### src/eeprom_pkg.sv
package eeprom_pkg;

    // 2K x 8 part, three page bits above the byte address
    localparam int ADDR_W = 11;

    // upper nibble of every control byte
    localparam logic [3:0] DEV_CODE = 4'b1010;

    // rw field of the control byte
    localparam logic RW_WRITE = 1'b0;
    localparam logic RW_READ  = 1'b1;

    // one operation on the two wires, sequencer to bit engine
    typedef enum logic [1:0]
    {
        OP_START = 2'd0,
        OP_WRITE = 2'd1,
        OP_READ  = 2'd2,
        OP_STOP  = 2'd3
    } bus_op_e;

    // control byte, built by fields and shifted out as a raw byte
    typedef union packed
    {
        logic [7:0] raw;
        struct packed
        {
            logic [3:0] dev_code;
            logic [2:0] page;
            logic       rw;
        } f;
    } ctrl_byte_u;

endpackage

### src/eeprom_bit_engine.sv
`timescale 1ns/1ps
module eeprom_bit_engine
#(
    parameter int CLK_DIV = 2
)
(
    input  logic                CLK,
    input  logic                RESET,
    input  logic                op_go,
    input  eeprom_pkg::bus_op_e op,
    input  logic [7:0]          op_byte,
    input  logic                sda_in,
    output logic                op_done,
    output logic [7:0]          op_rbyte,
    output logic                op_ack_bad,
    output logic                scl,
    output logic                sda_low
);
    localparam int            QW     = (CLK_DIV > 1) ? $clog2(CLK_DIV) : 1;
    localparam logic [QW-1:0] Q_LAST = QW'(CLK_DIV - 1);

    logic                active;
    eeprom_pkg::bus_op_e cur_op;
    logic [QW-1:0]       qcnt;    // CLK cycles within a quarter
    logic [5:0]          quarter; // quarter index within the op
    logic [5:0]          last_q;
    logic [5:0]          next_q;
    logic [7:0]          wbyte;
    logic                tick;
    logic                sample;
    logic [3:0]          bit_no;

    // {scl, sda_low} for quarter q of operation o
    function automatic logic [1:0] bus_level(input eeprom_pkg::bus_op_e o,
                                             input logic [5:0] q,
                                             input logic [7:0] b);
        logic [1:0] sub;
        logic [3:0] n;
        logic       c;
        logic       low;
        sub = q[1:0];
        n   = q[5:2];
        c   = (sub == 2'd1) || (sub == 2'd2); // high in the middle two quarters
        low = 1'b0;
        case (o)
            eeprom_pkg::OP_START:
                low = sub[1]; // falls while scl high
            eeprom_pkg::OP_STOP:
            begin
                c   = (sub != 2'd0);
                low = !sub[1]; // rises while scl high
            end
            eeprom_pkg::OP_WRITE:
                low = (n < 4'd8) && !b[~n[2:0]]; // msb first, ninth bit released
            default:
                low = 1'b0; // read bits and master nack left high
        endcase
        return {c, low};
    endfunction

    assign tick   = active && (qcnt == Q_LAST);
    assign bit_no = quarter[5:2];
    assign sample = tick && (quarter[1:0] == 2'd1); // middle of scl high
    assign next_q = quarter + 6'd1;
    assign last_q = (cur_op == eeprom_pkg::OP_WRITE || cur_op == eeprom_pkg::OP_READ) ?
                    6'd35 : 6'd3;

    always_ff @(posedge CLK)
    begin
        if (RESET)
        begin
            active     <= 1'b0;
            cur_op     <= eeprom_pkg::OP_STOP;
            qcnt       <= '0;
            quarter    <= '0;
            op_done    <= 1'b0;
            op_ack_bad <= 1'b0;
            scl        <= 1'b1;
            sda_low    <= 1'b0;
        end
        else
        begin
            op_done <= 1'b0;
            if (op_go)
            begin
                active           <= 1'b1;
                cur_op           <= op;
                qcnt             <= '0;
                quarter          <= '0;
                {scl, sda_low}   <= bus_level(op, 6'd0, op_byte);
                if (op == eeprom_pkg::OP_WRITE)
                    op_ack_bad <= 1'b0;
            end
            else if (active)
            begin
                qcnt <= tick ? '0 : qcnt + 1'b1;
                if (tick)
                begin
                    if (quarter == last_q)
                    begin
                        active  <= 1'b0; // wires hold their last level
                        op_done <= 1'b1;
                    end
                    else
                    begin
                        quarter        <= next_q;
                        {scl, sda_low} <= bus_level(cur_op, next_q, wbyte);
                    end
                end
                if (sample && bit_no == 4'd8 && cur_op == eeprom_pkg::OP_WRITE)
                    op_ack_bad <= sda_in; // memory acknowledge
            end
        end
    end

    always_ff @(posedge CLK)
    begin
        if (op_go)
            wbyte <= op_byte;
        if (sample && bit_no < 4'd8 && cur_op == eeprom_pkg::OP_READ)
            op_rbyte <= {op_rbyte[6:0], sda_in};
    end

    a_sda_stable: assert property (@(posedge CLK) disable iff (RESET)
        $changed(sda_low) && !(cur_op inside {eeprom_pkg::OP_START, eeprom_pkg::OP_STOP})
        |-> !scl && !$past(scl));

endmodule

### src/eeprom_ctrl_top.sv
`timescale 1ns/1ps
module eeprom_ctrl_top
#(
    parameter int CLK_DIV = 2
)
(
    input  logic                          CLK,
    input  logic                          RESET,
    input  logic                          wr,
    input  logic                          rd,
    input  logic [eeprom_pkg::ADDR_W-1:0] addr,
    input  logic [7:0]                    wdata,
    input  logic                          sda_in,
    output logic                          busy,
    output logic                          ack,
    output logic                          nack,
    output logic [7:0]                    rdata,
    output logic                          scl,
    output logic                          sda_low
);
    logic                          req;
    logic                          req_rd;
    logic [eeprom_pkg::ADDR_W-1:0] req_addr;
    logic [7:0]                    req_wdata;
    logic                          done;
    logic                          done_nack;
    logic [7:0]                    done_rdata;
    logic                          op_go;
    eeprom_pkg::bus_op_e           op;
    logic [7:0]                    op_byte;
    logic                          op_done;
    logic [7:0]                    op_rbyte;
    logic                          op_ack_bad;

    eeprom_req_latch u_latch
    (
        .CLK        (CLK),
        .RESET      (RESET),
        .wr         (wr),
        .rd         (rd),
        .addr       (addr),
        .wdata      (wdata),
        .done       (done),
        .done_nack  (done_nack),
        .done_rdata (done_rdata),
        .req        (req),
        .req_rd     (req_rd),
        .req_addr   (req_addr),
        .req_wdata  (req_wdata),
        .busy       (busy),
        .ack        (ack),
        .nack       (nack),
        .rdata      (rdata)
    );

    eeprom_frame_seq u_seq
    (
        .CLK        (CLK),
        .RESET      (RESET),
        .req        (req),
        .req_rd     (req_rd),
        .req_addr   (req_addr),
        .req_wdata  (req_wdata),
        .op_done    (op_done),
        .op_rbyte   (op_rbyte),
        .op_ack_bad (op_ack_bad),
        .op_go      (op_go),
        .op         (op),
        .op_byte    (op_byte),
        .done       (done),
        .done_nack  (done_nack),
        .done_rdata (done_rdata)
    );

    // scl period is 4 x CLK_DIV cycles
    eeprom_bit_engine #(.CLK_DIV(CLK_DIV)) u_bits
    (
        .CLK        (CLK),
        .RESET      (RESET),
        .op_go      (op_go),
        .op         (op),
        .op_byte    (op_byte),
        .sda_in     (sda_in),
        .op_done    (op_done),
        .op_rbyte   (op_rbyte),
        .op_ack_bad (op_ack_bad),
        .scl        (scl),
        .sda_low    (sda_low)
    );

endmodule

### src/eeprom_frame_seq.sv
`timescale 1ns/1ps
module eeprom_frame_seq
(
    input  logic                          CLK,
    input  logic                          RESET,
    input  logic                          req,
    input  logic                          req_rd,
    input  logic [eeprom_pkg::ADDR_W-1:0] req_addr,
    input  logic [7:0]                    req_wdata,
    input  logic                          op_done,
    input  logic [7:0]                    op_rbyte,
    input  logic                          op_ack_bad,
    output logic                          op_go,
    output eeprom_pkg::bus_op_e           op,
    output logic [7:0]                    op_byte,
    output logic                          done,
    output logic                          done_nack,
    output logic [7:0]                    done_rdata
);
    // state holds the operation in flight
    localparam logic [3:0] IDLE    = 4'd0;
    localparam logic [3:0] START   = 4'd1;
    localparam logic [3:0] CTRL_W  = 4'd2;
    localparam logic [3:0] ADDR    = 4'd3;
    localparam logic [3:0] DATA_W  = 4'd4;
    localparam logic [3:0] RESTART = 4'd5;
    localparam logic [3:0] CTRL_R  = 4'd6;
    localparam logic [3:0] DATA_R  = 4'd7;
    localparam logic [3:0] STOP    = 4'd8;
    localparam logic [3:0] DONE    = 4'd9;

    logic [3:0]                    state;
    logic                          rd_q;
    logic [eeprom_pkg::ADDR_W-1:0] addr_q;
    logic [7:0]                    wdata_q;
    logic                          op_pending;
    eeprom_pkg::ctrl_byte_u        ctrl;

    always_comb
    begin
        ctrl.f.dev_code = eeprom_pkg::DEV_CODE;
        ctrl.f.page     = addr_q[eeprom_pkg::ADDR_W-1 -: 3];
        // read control byte follows the repeated start
        ctrl.f.rw       = (state == RESTART) ? eeprom_pkg::RW_READ : eeprom_pkg::RW_WRITE;
    end

    always_ff @(posedge CLK)
    begin
        if (req && state == IDLE)
        begin
            rd_q    <= req_rd;
            addr_q  <= req_addr;
            wdata_q <= req_wdata;
        end
    end

    always_ff @(posedge CLK)
    begin
        if (RESET)
        begin
            state     <= IDLE;
            op_go     <= 1'b0;
            op        <= eeprom_pkg::OP_STOP;
            done      <= 1'b0;
            done_nack <= 1'b0;
        end
        else
        begin
            op_go <= 1'b0;
            done  <= 1'b0;
            case (state)
                IDLE:
                    if (req)
                    begin
                        op_go     <= 1'b1;
                        op        <= eeprom_pkg::OP_START;
                        done_nack <= 1'b0;
                        state     <= START;
                    end
                START, RESTART:
                    if (op_done)
                    begin
                        op_go   <= 1'b1;
                        op      <= eeprom_pkg::OP_WRITE;
                        op_byte <= ctrl.raw;
                        state   <= (state == START) ? CTRL_W : CTRL_R;
                    end
                CTRL_W, ADDR, CTRL_R:
                    if (op_done)
                    begin
                        op_go <= 1'b1;
                        if (op_ack_bad)
                        begin
                            op        <= eeprom_pkg::OP_STOP; // give up, close the frame
                            done_nack <= 1'b1;
                            state     <= STOP;
                        end
                        else if (state == CTRL_W)
                        begin
                            op      <= eeprom_pkg::OP_WRITE;
                            op_byte <= addr_q[7:0];
                            state   <= ADDR;
                        end
                        else if (state == CTRL_R)
                        begin
                            op    <= eeprom_pkg::OP_READ;
                            state <= DATA_R;
                        end
                        else if (rd_q)
                        begin
                            op    <= eeprom_pkg::OP_START;
                            state <= RESTART;
                        end
                        else
                        begin
                            op      <= eeprom_pkg::OP_WRITE;
                            op_byte <= wdata_q;
                            state   <= DATA_W;
                        end
                    end
                DATA_W, DATA_R:
                    if (op_done)
                    begin
                        op_go <= 1'b1;
                        op    <= eeprom_pkg::OP_STOP;
                        if (state == DATA_W)
                            done_nack <= op_ack_bad;
                        else
                            done_rdata <= op_rbyte;
                        state <= STOP;
                    end
                STOP:
                    if (op_done)
                    begin
                        done  <= 1'b1;
                        state <= DONE;
                    end
                default:
                    state <= IDLE; // DONE lands here too
            endcase
        end
    end

    always_ff @(posedge CLK)
    begin
        if (RESET)
            op_pending <= 1'b0;
        else if (op_go)
            op_pending <= 1'b1;
        else if (op_done)
            op_pending <= 1'b0;
    end

    // one operation at a time, issued only right after req or op_done
    a_op_go: assert property (@(posedge CLK) disable iff (RESET)
        op_go |-> ($past(req) || $past(op_done)) && !op_pending);

endmodule

### src/eeprom_req_latch.sv
`timescale 1ns/1ps
module eeprom_req_latch
(
    input  logic                          CLK,
    input  logic                          RESET,
    input  logic                          wr,
    input  logic                          rd,
    input  logic [eeprom_pkg::ADDR_W-1:0] addr,
    input  logic [7:0]                    wdata,
    input  logic                          done,
    input  logic                          done_nack,
    input  logic [7:0]                    done_rdata,
    output logic                          req,
    output logic                          req_rd,
    output logic [eeprom_pkg::ADDR_W-1:0] req_addr,
    output logic [7:0]                    req_wdata,
    output logic                          busy,
    output logic                          ack,
    output logic                          nack,
    output logic [7:0]                    rdata
);
    logic accept;

    assign accept = !busy && (wr || rd); // strobes ignored while busy

    always_ff @(posedge CLK)
    begin
        if (RESET)
        begin
            req  <= 1'b0;
            busy <= 1'b0;
            ack  <= 1'b0;
        end
        else
        begin
            req <= accept;
            ack <= done;
            if (accept)
                busy <= 1'b1;
            else if (done)
                busy <= 1'b0; // drops on the same edge ack rises
        end
    end

    always_ff @(posedge CLK)
    begin
        if (accept)
        begin
            req_rd    <= !wr; // wr wins
            req_addr  <= addr;
            req_wdata <= wdata;
        end
        if (done)
        begin
            nack  <= done_nack;
            rdata <= done_rdata;
        end
    end

    // a result comes back only for a request in flight
    a_done_busy: assert property (@(posedge CLK) disable iff (RESET) done |-> busy && !req);
    a_ack_busy: assert property (@(posedge CLK) disable iff (RESET) !(ack && busy));

endmodule

### config.mk
export PLATFORM = sky130hd
export DESIGN_NAME = eeprom_ctrl_top
export DESIGN_NICKNAME = d
export VERILOG_FILES = /design/src/eeprom_pkg.sv /design/src/eeprom_bit_engine.sv /design/src/eeprom_ctrl_top.sv /design/src/eeprom_frame_seq.sv /design/src/eeprom_req_latch.sv
export SDC_FILE = /design/constraint.sdc
export NUM_CORES = 1
export LEC_CHECK = 0
export ABC_CLOCK_PERIOD_IN_PS = 3950
export BUFFER_PORTS_ARGS = -buffer_cell sky130_fd_sc_hd__buf_2
export CAP_MARGIN = 15
export CORE_ASPECT_RATIO = 1.5
export CORE_MARGIN = 10
export CORE_UTILIZATION = 63
export DETAILED_ROUTE_END_ITERATION = 16
export GPL_TIMING_DRIVEN = 0
export PLACE_DENSITY = 0.83
export SETUP_SLACK_MARGIN = 0.5
export SYNTH_ARGS = -nofsm -noshare
export SYNTH_HDL_FRONTEND = slang
export SYNTH_HIERARCHICAL = 1
export SYNTH_SLANG_ARGS = --single-unit
### constraint.sdc
create_clock -name CLK -period 3.95 [get_ports CLK]
set_input_delay 0.79 -clock CLK [delete_from_list [all_inputs] [get_ports CLK]]
set_output_delay 0.79 -clock CLK [all_outputs]
set_load 0.05 [all_outputs]
* After elaboration in Yosys (flattened, before gate mapping) *
Cells that the tools add are included.

operators by class
  mux-type cells = 63
  shifts and indexed selects = 0
  div/mod/pow operators = 0
  multiply operators = 0
  add/sub/neg operators = 2
  reductions and logical operators = 42
  magnitude comparators = 3
  equality and inequality tests = 30
  bitwise gates (word level) = 7

operators by type and width
  kind                 count
  $mux 8               6
  $mux 1               32
  $mux 4               8
  $pmux 4 s5           1
  $eq 4x3->1 const B   4
  $pmux 8 s2           1
  $mux 2               7
  $ne 2x1->1 const B   7
  $reduce_bool 2->1    6
  $reduce_and 5->1     2
  $logic_and 1x1->1    9
  $reduce_and 3->1     3
  $eq 2x1->1 const B   4
  $eq 2x2->1 const B   4
  $eq 4x2->1 const B   2
  $eq 4x4->1 const B   2
  $lt 4x4->1 const B   2
  $pmux 2 s4           1
  $reduce_or 2->1      4
  $reduce_and 7->1     1
  $reduce_or 7->1      1
  $add 6x1->6 const B  1
  $eq 6x6->1           1
  $mux 6               1
  22 further kinds     37

storage, ports and cells
  logic and storage cells = 175
  register bits = 107
  output and inout bits = 13
  memory bits (read-only) = 0
  RAM bits = 0
  bits in latches = 0
  memories kept = 0

* Depth between registers and ports, before layout *
  word-level depth = 11
  mapped depth = 9
  gate-level depth less buffers = 8

* Hierarchy *
Netlist, hierarchy kept.

modules (own cells, without submodules)
  module             area each (µm²)  cells each  times used
  eeprom_frame_seq   1880.6           138         1
  eeprom_bit_engine  1570.3           145         1
  eeprom_req_latch   975.9            39          1

* Least setup slack after synthesis *
OpenSTA, ideal clock, no wires.

  kind = input-to-reg
  start point = input RESET
  end point = register u_seq.op_byte[0], enable pin
  slack = 1652 ps
  arrival time = 1923 ps
  stages = 4
  data required time = 3575 ps
  path buffers = 1
  cells stage by stage = buf_1 > nand2b_1 > a2111o_1 > a21oi_1

on the way
  longest elaborated chain between the ends = 2

RTL lines
  element                            RTL line                 RTL
  from (decl)                        eeprom_ctrl_top.sv:8     input logic RESET,
  $not 1->1 (no source line)         n/a
  $reduce_and 7->1 (no source line)  n/a
  to (signal assigned)               eeprom_frame_seq.sv:85   op_byte <= ctrl.raw;
  to (signal assigned)               eeprom_frame_seq.sv:101  op_byte <= addr_q[7:0];
  to (signal assigned)               eeprom_frame_seq.sv:117  op_byte <= wdata_q;
  to (decl)                          eeprom_frame_seq.sv:15   output logic [7:0] op_byte,

Every way passes these cells.
A chain may end at the register's enable or synchronous reset.

* Worst setup path after layout *
  start point = input RESET
  end point = register u_seq.op_byte[2], enable pin

Same word-level chain as after synthesis.

==> metrics.yaml <==
run_status:
  status: "finished, final reports clean"
finish:
  num_antenna_cells: 0
  layout.nets: 401
  drive_gt1_share_pct: 21.28
  final_area_um2: 4910
  area_growth_pct: 10.91
power_and_ir_drop:
  pwr-share-clk_pct: 31.4
  p_comb_share_pct: 5.7
  irDropWorstVdd_mv: 0.3036
  net-switching-power_uw: 465.8
  swShare_pct: 23.25
  p_leak_uw: 0.001778
  power_frac_seq_pct: 63.0
  intPower_uw: 1538
  powerDensity_nw_per_um2: 408.1
worst_hold_path:
  hold_depth: 0
  worstHoldEndpoint: "u_latch/rdata[2]"
  worstHoldStart: "u_seq/done_rdata[2]"
  worstHoldPathType: "flop to flop"
floorplan:
  die_y_um: 122.7
  die_w_um: 88.44
  initial_utilization_pct: 64.61
  core_area_um2: 6852
  io_pins: 37
  row_count: 37
  die_area_um2: 10850
setup_path:
  r2r-start: "u_seq/state[2]"
  worstPathCellList: "buf_2 -> buf_1 -> nand2b_1 -> a2111o_1 -> a21oi_1"
  cp-start-kind: "input pin"
  crit_buf_inv: 2
  r2r_end: "u_seq/done_rdata[2]"
  cp_top_family: "compound AO/OA/AOI/OAI gates"
  cp.required_ns: 3.95
  cp_data_arrival_time_ns: 2.44
  max_stage_delay_ns: 0.58
  reg2reg_depth: 4
  critical_path_class: "input pin to flop"
  critical_path.max_fanout: 11
  rrSetupSlack_ns: 1.56
  end_kind: "flop"
  crit_slowest_cell: "a21oi_1"
global_routing:
  grt_use_total_pct: 14.81
  antenna_found_initial: 0
  grt_pass1_vias: 2723
  grt_max_degree: 21
  grt-ovfl-total: 0
  grt_first_pass_wirelength_um: 12370
logic_synthesis:
  synth-seq-cells: 107
  synthMuxAreaShare_pct: 3.561
  synth-xor-area-share_pct: 1.781
  synth_simple_gate_area_share_pct: 13.00
  ys_warn_count: 6
  async_flop_share_pct: 0
  synth.area.top_cells: "edfxtp_1 55%, dfxtp_1 12%, mux2i_1 2.7%"
  avgSynthCellArea_um2: 13.75
  synth_area_um2: 4427
  synth_nets: 352
  yosysTopAreaCell: "edfxtp_1"
  synth_top_area_share_pct: 54.95
  synth_compound_area_share_pct: 9.949
  synthAdderAreaFrac_pct: 1.696
  synth_edf_count: 81
  synth_flop_cell: "edfxtp_1"
  synth_cells: 322
  synth_top_family_by_area: "simple AND/OR/NAND/NOR gates"
  synth.yosys.seq_area_share_pct: 66.70
  synth.distinct_cells: 64
route:
  wire_per_inst_um: 16.93
  drt_iter0_markers: 184
  firstDrtPassIters: 4
  ant_nets: 0
  vias_per_cell: 5.868
  drc: 0
  wirelength_um: 7684
  num_vias: 2664
clocking:
  clock_sinks: 107
  numCtsBuffers: 9
  clk_path_buf_depth: 2
  cts_resized: 0
  postCtsHoldBufs: 0
  htreeDepth: 3
  cts_tree: "built"
  clk-insertion-delay-late_ns: 0.37
  cts-root-buf: "clkbuf_8"
  path_clk_slew_ns: 0.10
  post_cts_buffers: 0
timing:
  hold_violations: 0
  setup_ws_ns: 1.508
  timing.fmax_mhz: 409.5
  finClkSkew_ns: 0.009624
  min_period_over_period_pct: 61.82
  setup_viol: 0
  rsz0062_at_grt: "no"
  post-route-min-period_ns: 2.442
  maxSlewHeadroom_pct: 28.69
  whs_ns: 0.4272
  final.setup.tns_ns: 0
  slew_violations: 0
  tightestPinTransition_ns: 1.062
place:
  dp_hpwl_um: 5498
  placed_area_um2: 4712
  port_buffers: 36
  routabilityCongestion: 0.9078
  preCtsSetupSlack_ns: 1.120
run:
  cap_violations: 0
-- cells by family (layout without fill, tap and decap cells) --
logic type / after synthesis / count (layout)
flip-flops: 107 / 107
multiplexers: 15 / 15
AO/OA/AOI/OAI: 59 / 59
XOR/XNOR: 9 / 9
buffers and inverters: 24 / 78
AND/OR/NAND/NOR: 102 / 102
adder cells (fa/ha/maj): 6 / 6
-- placed cells by master, fill, tap and decap left out, drive strengths merged, types with 3 or more instances in the layout --
| master | n |
|---|---|
| mux2 | 3 |
| nand2 | 19 |
| clkbuf | 15 |
| mux2i | 12 |
| a21oi | 11 |
| o21ai | 9 |
| or3 | 3 |
| edfxtp | 81 |
| a22o | 5 |
| clkinv | 3 |
| nand3b | 3 |
| nand3 | 6 |
| a211oi | 6 |
| dfxtp | 26 |
| inv | 11 |
| nor2 | 24 |
| nand2b | 8 |
| ha | 6 |
| o211ai | 4 |
| nor3 | 8 |
| a21o | 4 |
| xnor2 | 3 |
| nor2b | 6 |
| or2 | 3 |
| o21bai | 3 |
| and3b | 4 |
| nor3b | 5 |
| buf | 49 |
| xor2 | 6 |
-- sequential cells by signal (all words and copies together) (netlist names), 2 cells and up --
| register | flops |
|---|---|
| u_bits/cur_op | 2 |
| u_bits/op_rbyte | 8 |
| u_bits/quarter | 6 |
| u_bits/wbyte | 8 |
| u_latch/rdata | 8 |
| u_latch/req_addr | 11 |
| u_latch/req_wdata | 8 |
| u_seq/addr_q | 11 |
| u_seq/done_rdata | 8 |
| u_seq/op | 2 |
| u_seq/op_byte | 8 |
| u_seq/state | 4 |
| u_seq/wdata_q | 8 |
-- worst max path at each step --
| stage | start | end | depth (start not counted) | slack, ns |
|---|---|---|---|---|
| 2_1_floorplan | RESET | u_seq/op_byte[0] | 4 | 1.65 |
| 4_1_cts | RESET | u_seq/op_byte[3] | 5 | 1.52 |
| 5_1_grt | u_seq/state[2] | u_seq/done_rdata[6] | 4 | 1.36 |
| 3_3_place_gp | RESET | u_seq/op_byte[4] | 5 | 1.16 |
| 3_5_place_dp | RESET | u_seq/op_byte[4] | 5 | 1.12 |
| 6_report | RESET | u_seq/op_byte[2] | 5 | 1.51 |
-- power by group through the flow --
stage | Sequential [uW] | Combinational, uW | Clock, uW
after floorplan | 1290 | 70.5 | 0
after global placement | 1290 | 105 | 0
after detailed placement | 1290 | 111 | 0
after CTS | 1260 | 113 | 646
after global routing | 1270 | 124 | 688
final | 1260 | 113 | 628
-- through the flow --
step	instances	util (%)	total power, uW
after floorplan	322	-	1360
after global placement	436	68.66	1391
after detailed placement	437	68.77	1399
after CTS	453	71.59	2021
after global routing	454	71.66	2078
final	454	71.66	2004
-- Yosys cell counts, drive strengths merged (5+ instances only) --
cell,count
dfxtp,26
a211oi,6
o21ai,9
ha,6
nand2b,8
nor3,8
nand2,19
clkbuf,6
mux2i,12
edfxtp,81
a22o,5
nor2,24
nor2b,6
inv,7
xor2,6
nor3b,5
nand3,6
a21oi,11
buf,11
-- area by class of cell --
cell class	count	area [um2]
inverters	7	26.28
clock inverters	7	68.82
multi-input cells	191	1328
clock buffers	9	123.9
repair buffers	38	192.7
flip-flops and latches	107	2953
well taps	78	97.59
plain buffers	17	120.1
fillers	461	1942
-- routing by layer --
| layer | vias up | global-route usage, % | share of wire, % |
|---|---|---|---|
| li1 | 1292 | - | - |
| met1 | 1281 | 14.92 | 37 |
| met2 | 77 | 26.40 | 56 |
| met3 | 14 | 3.382 | 4.2 |
| met4 | 0 | 9.736 | 2.3 |
| met5 | - | 0 | 0 |
Power figures use the tool's default switching activity.
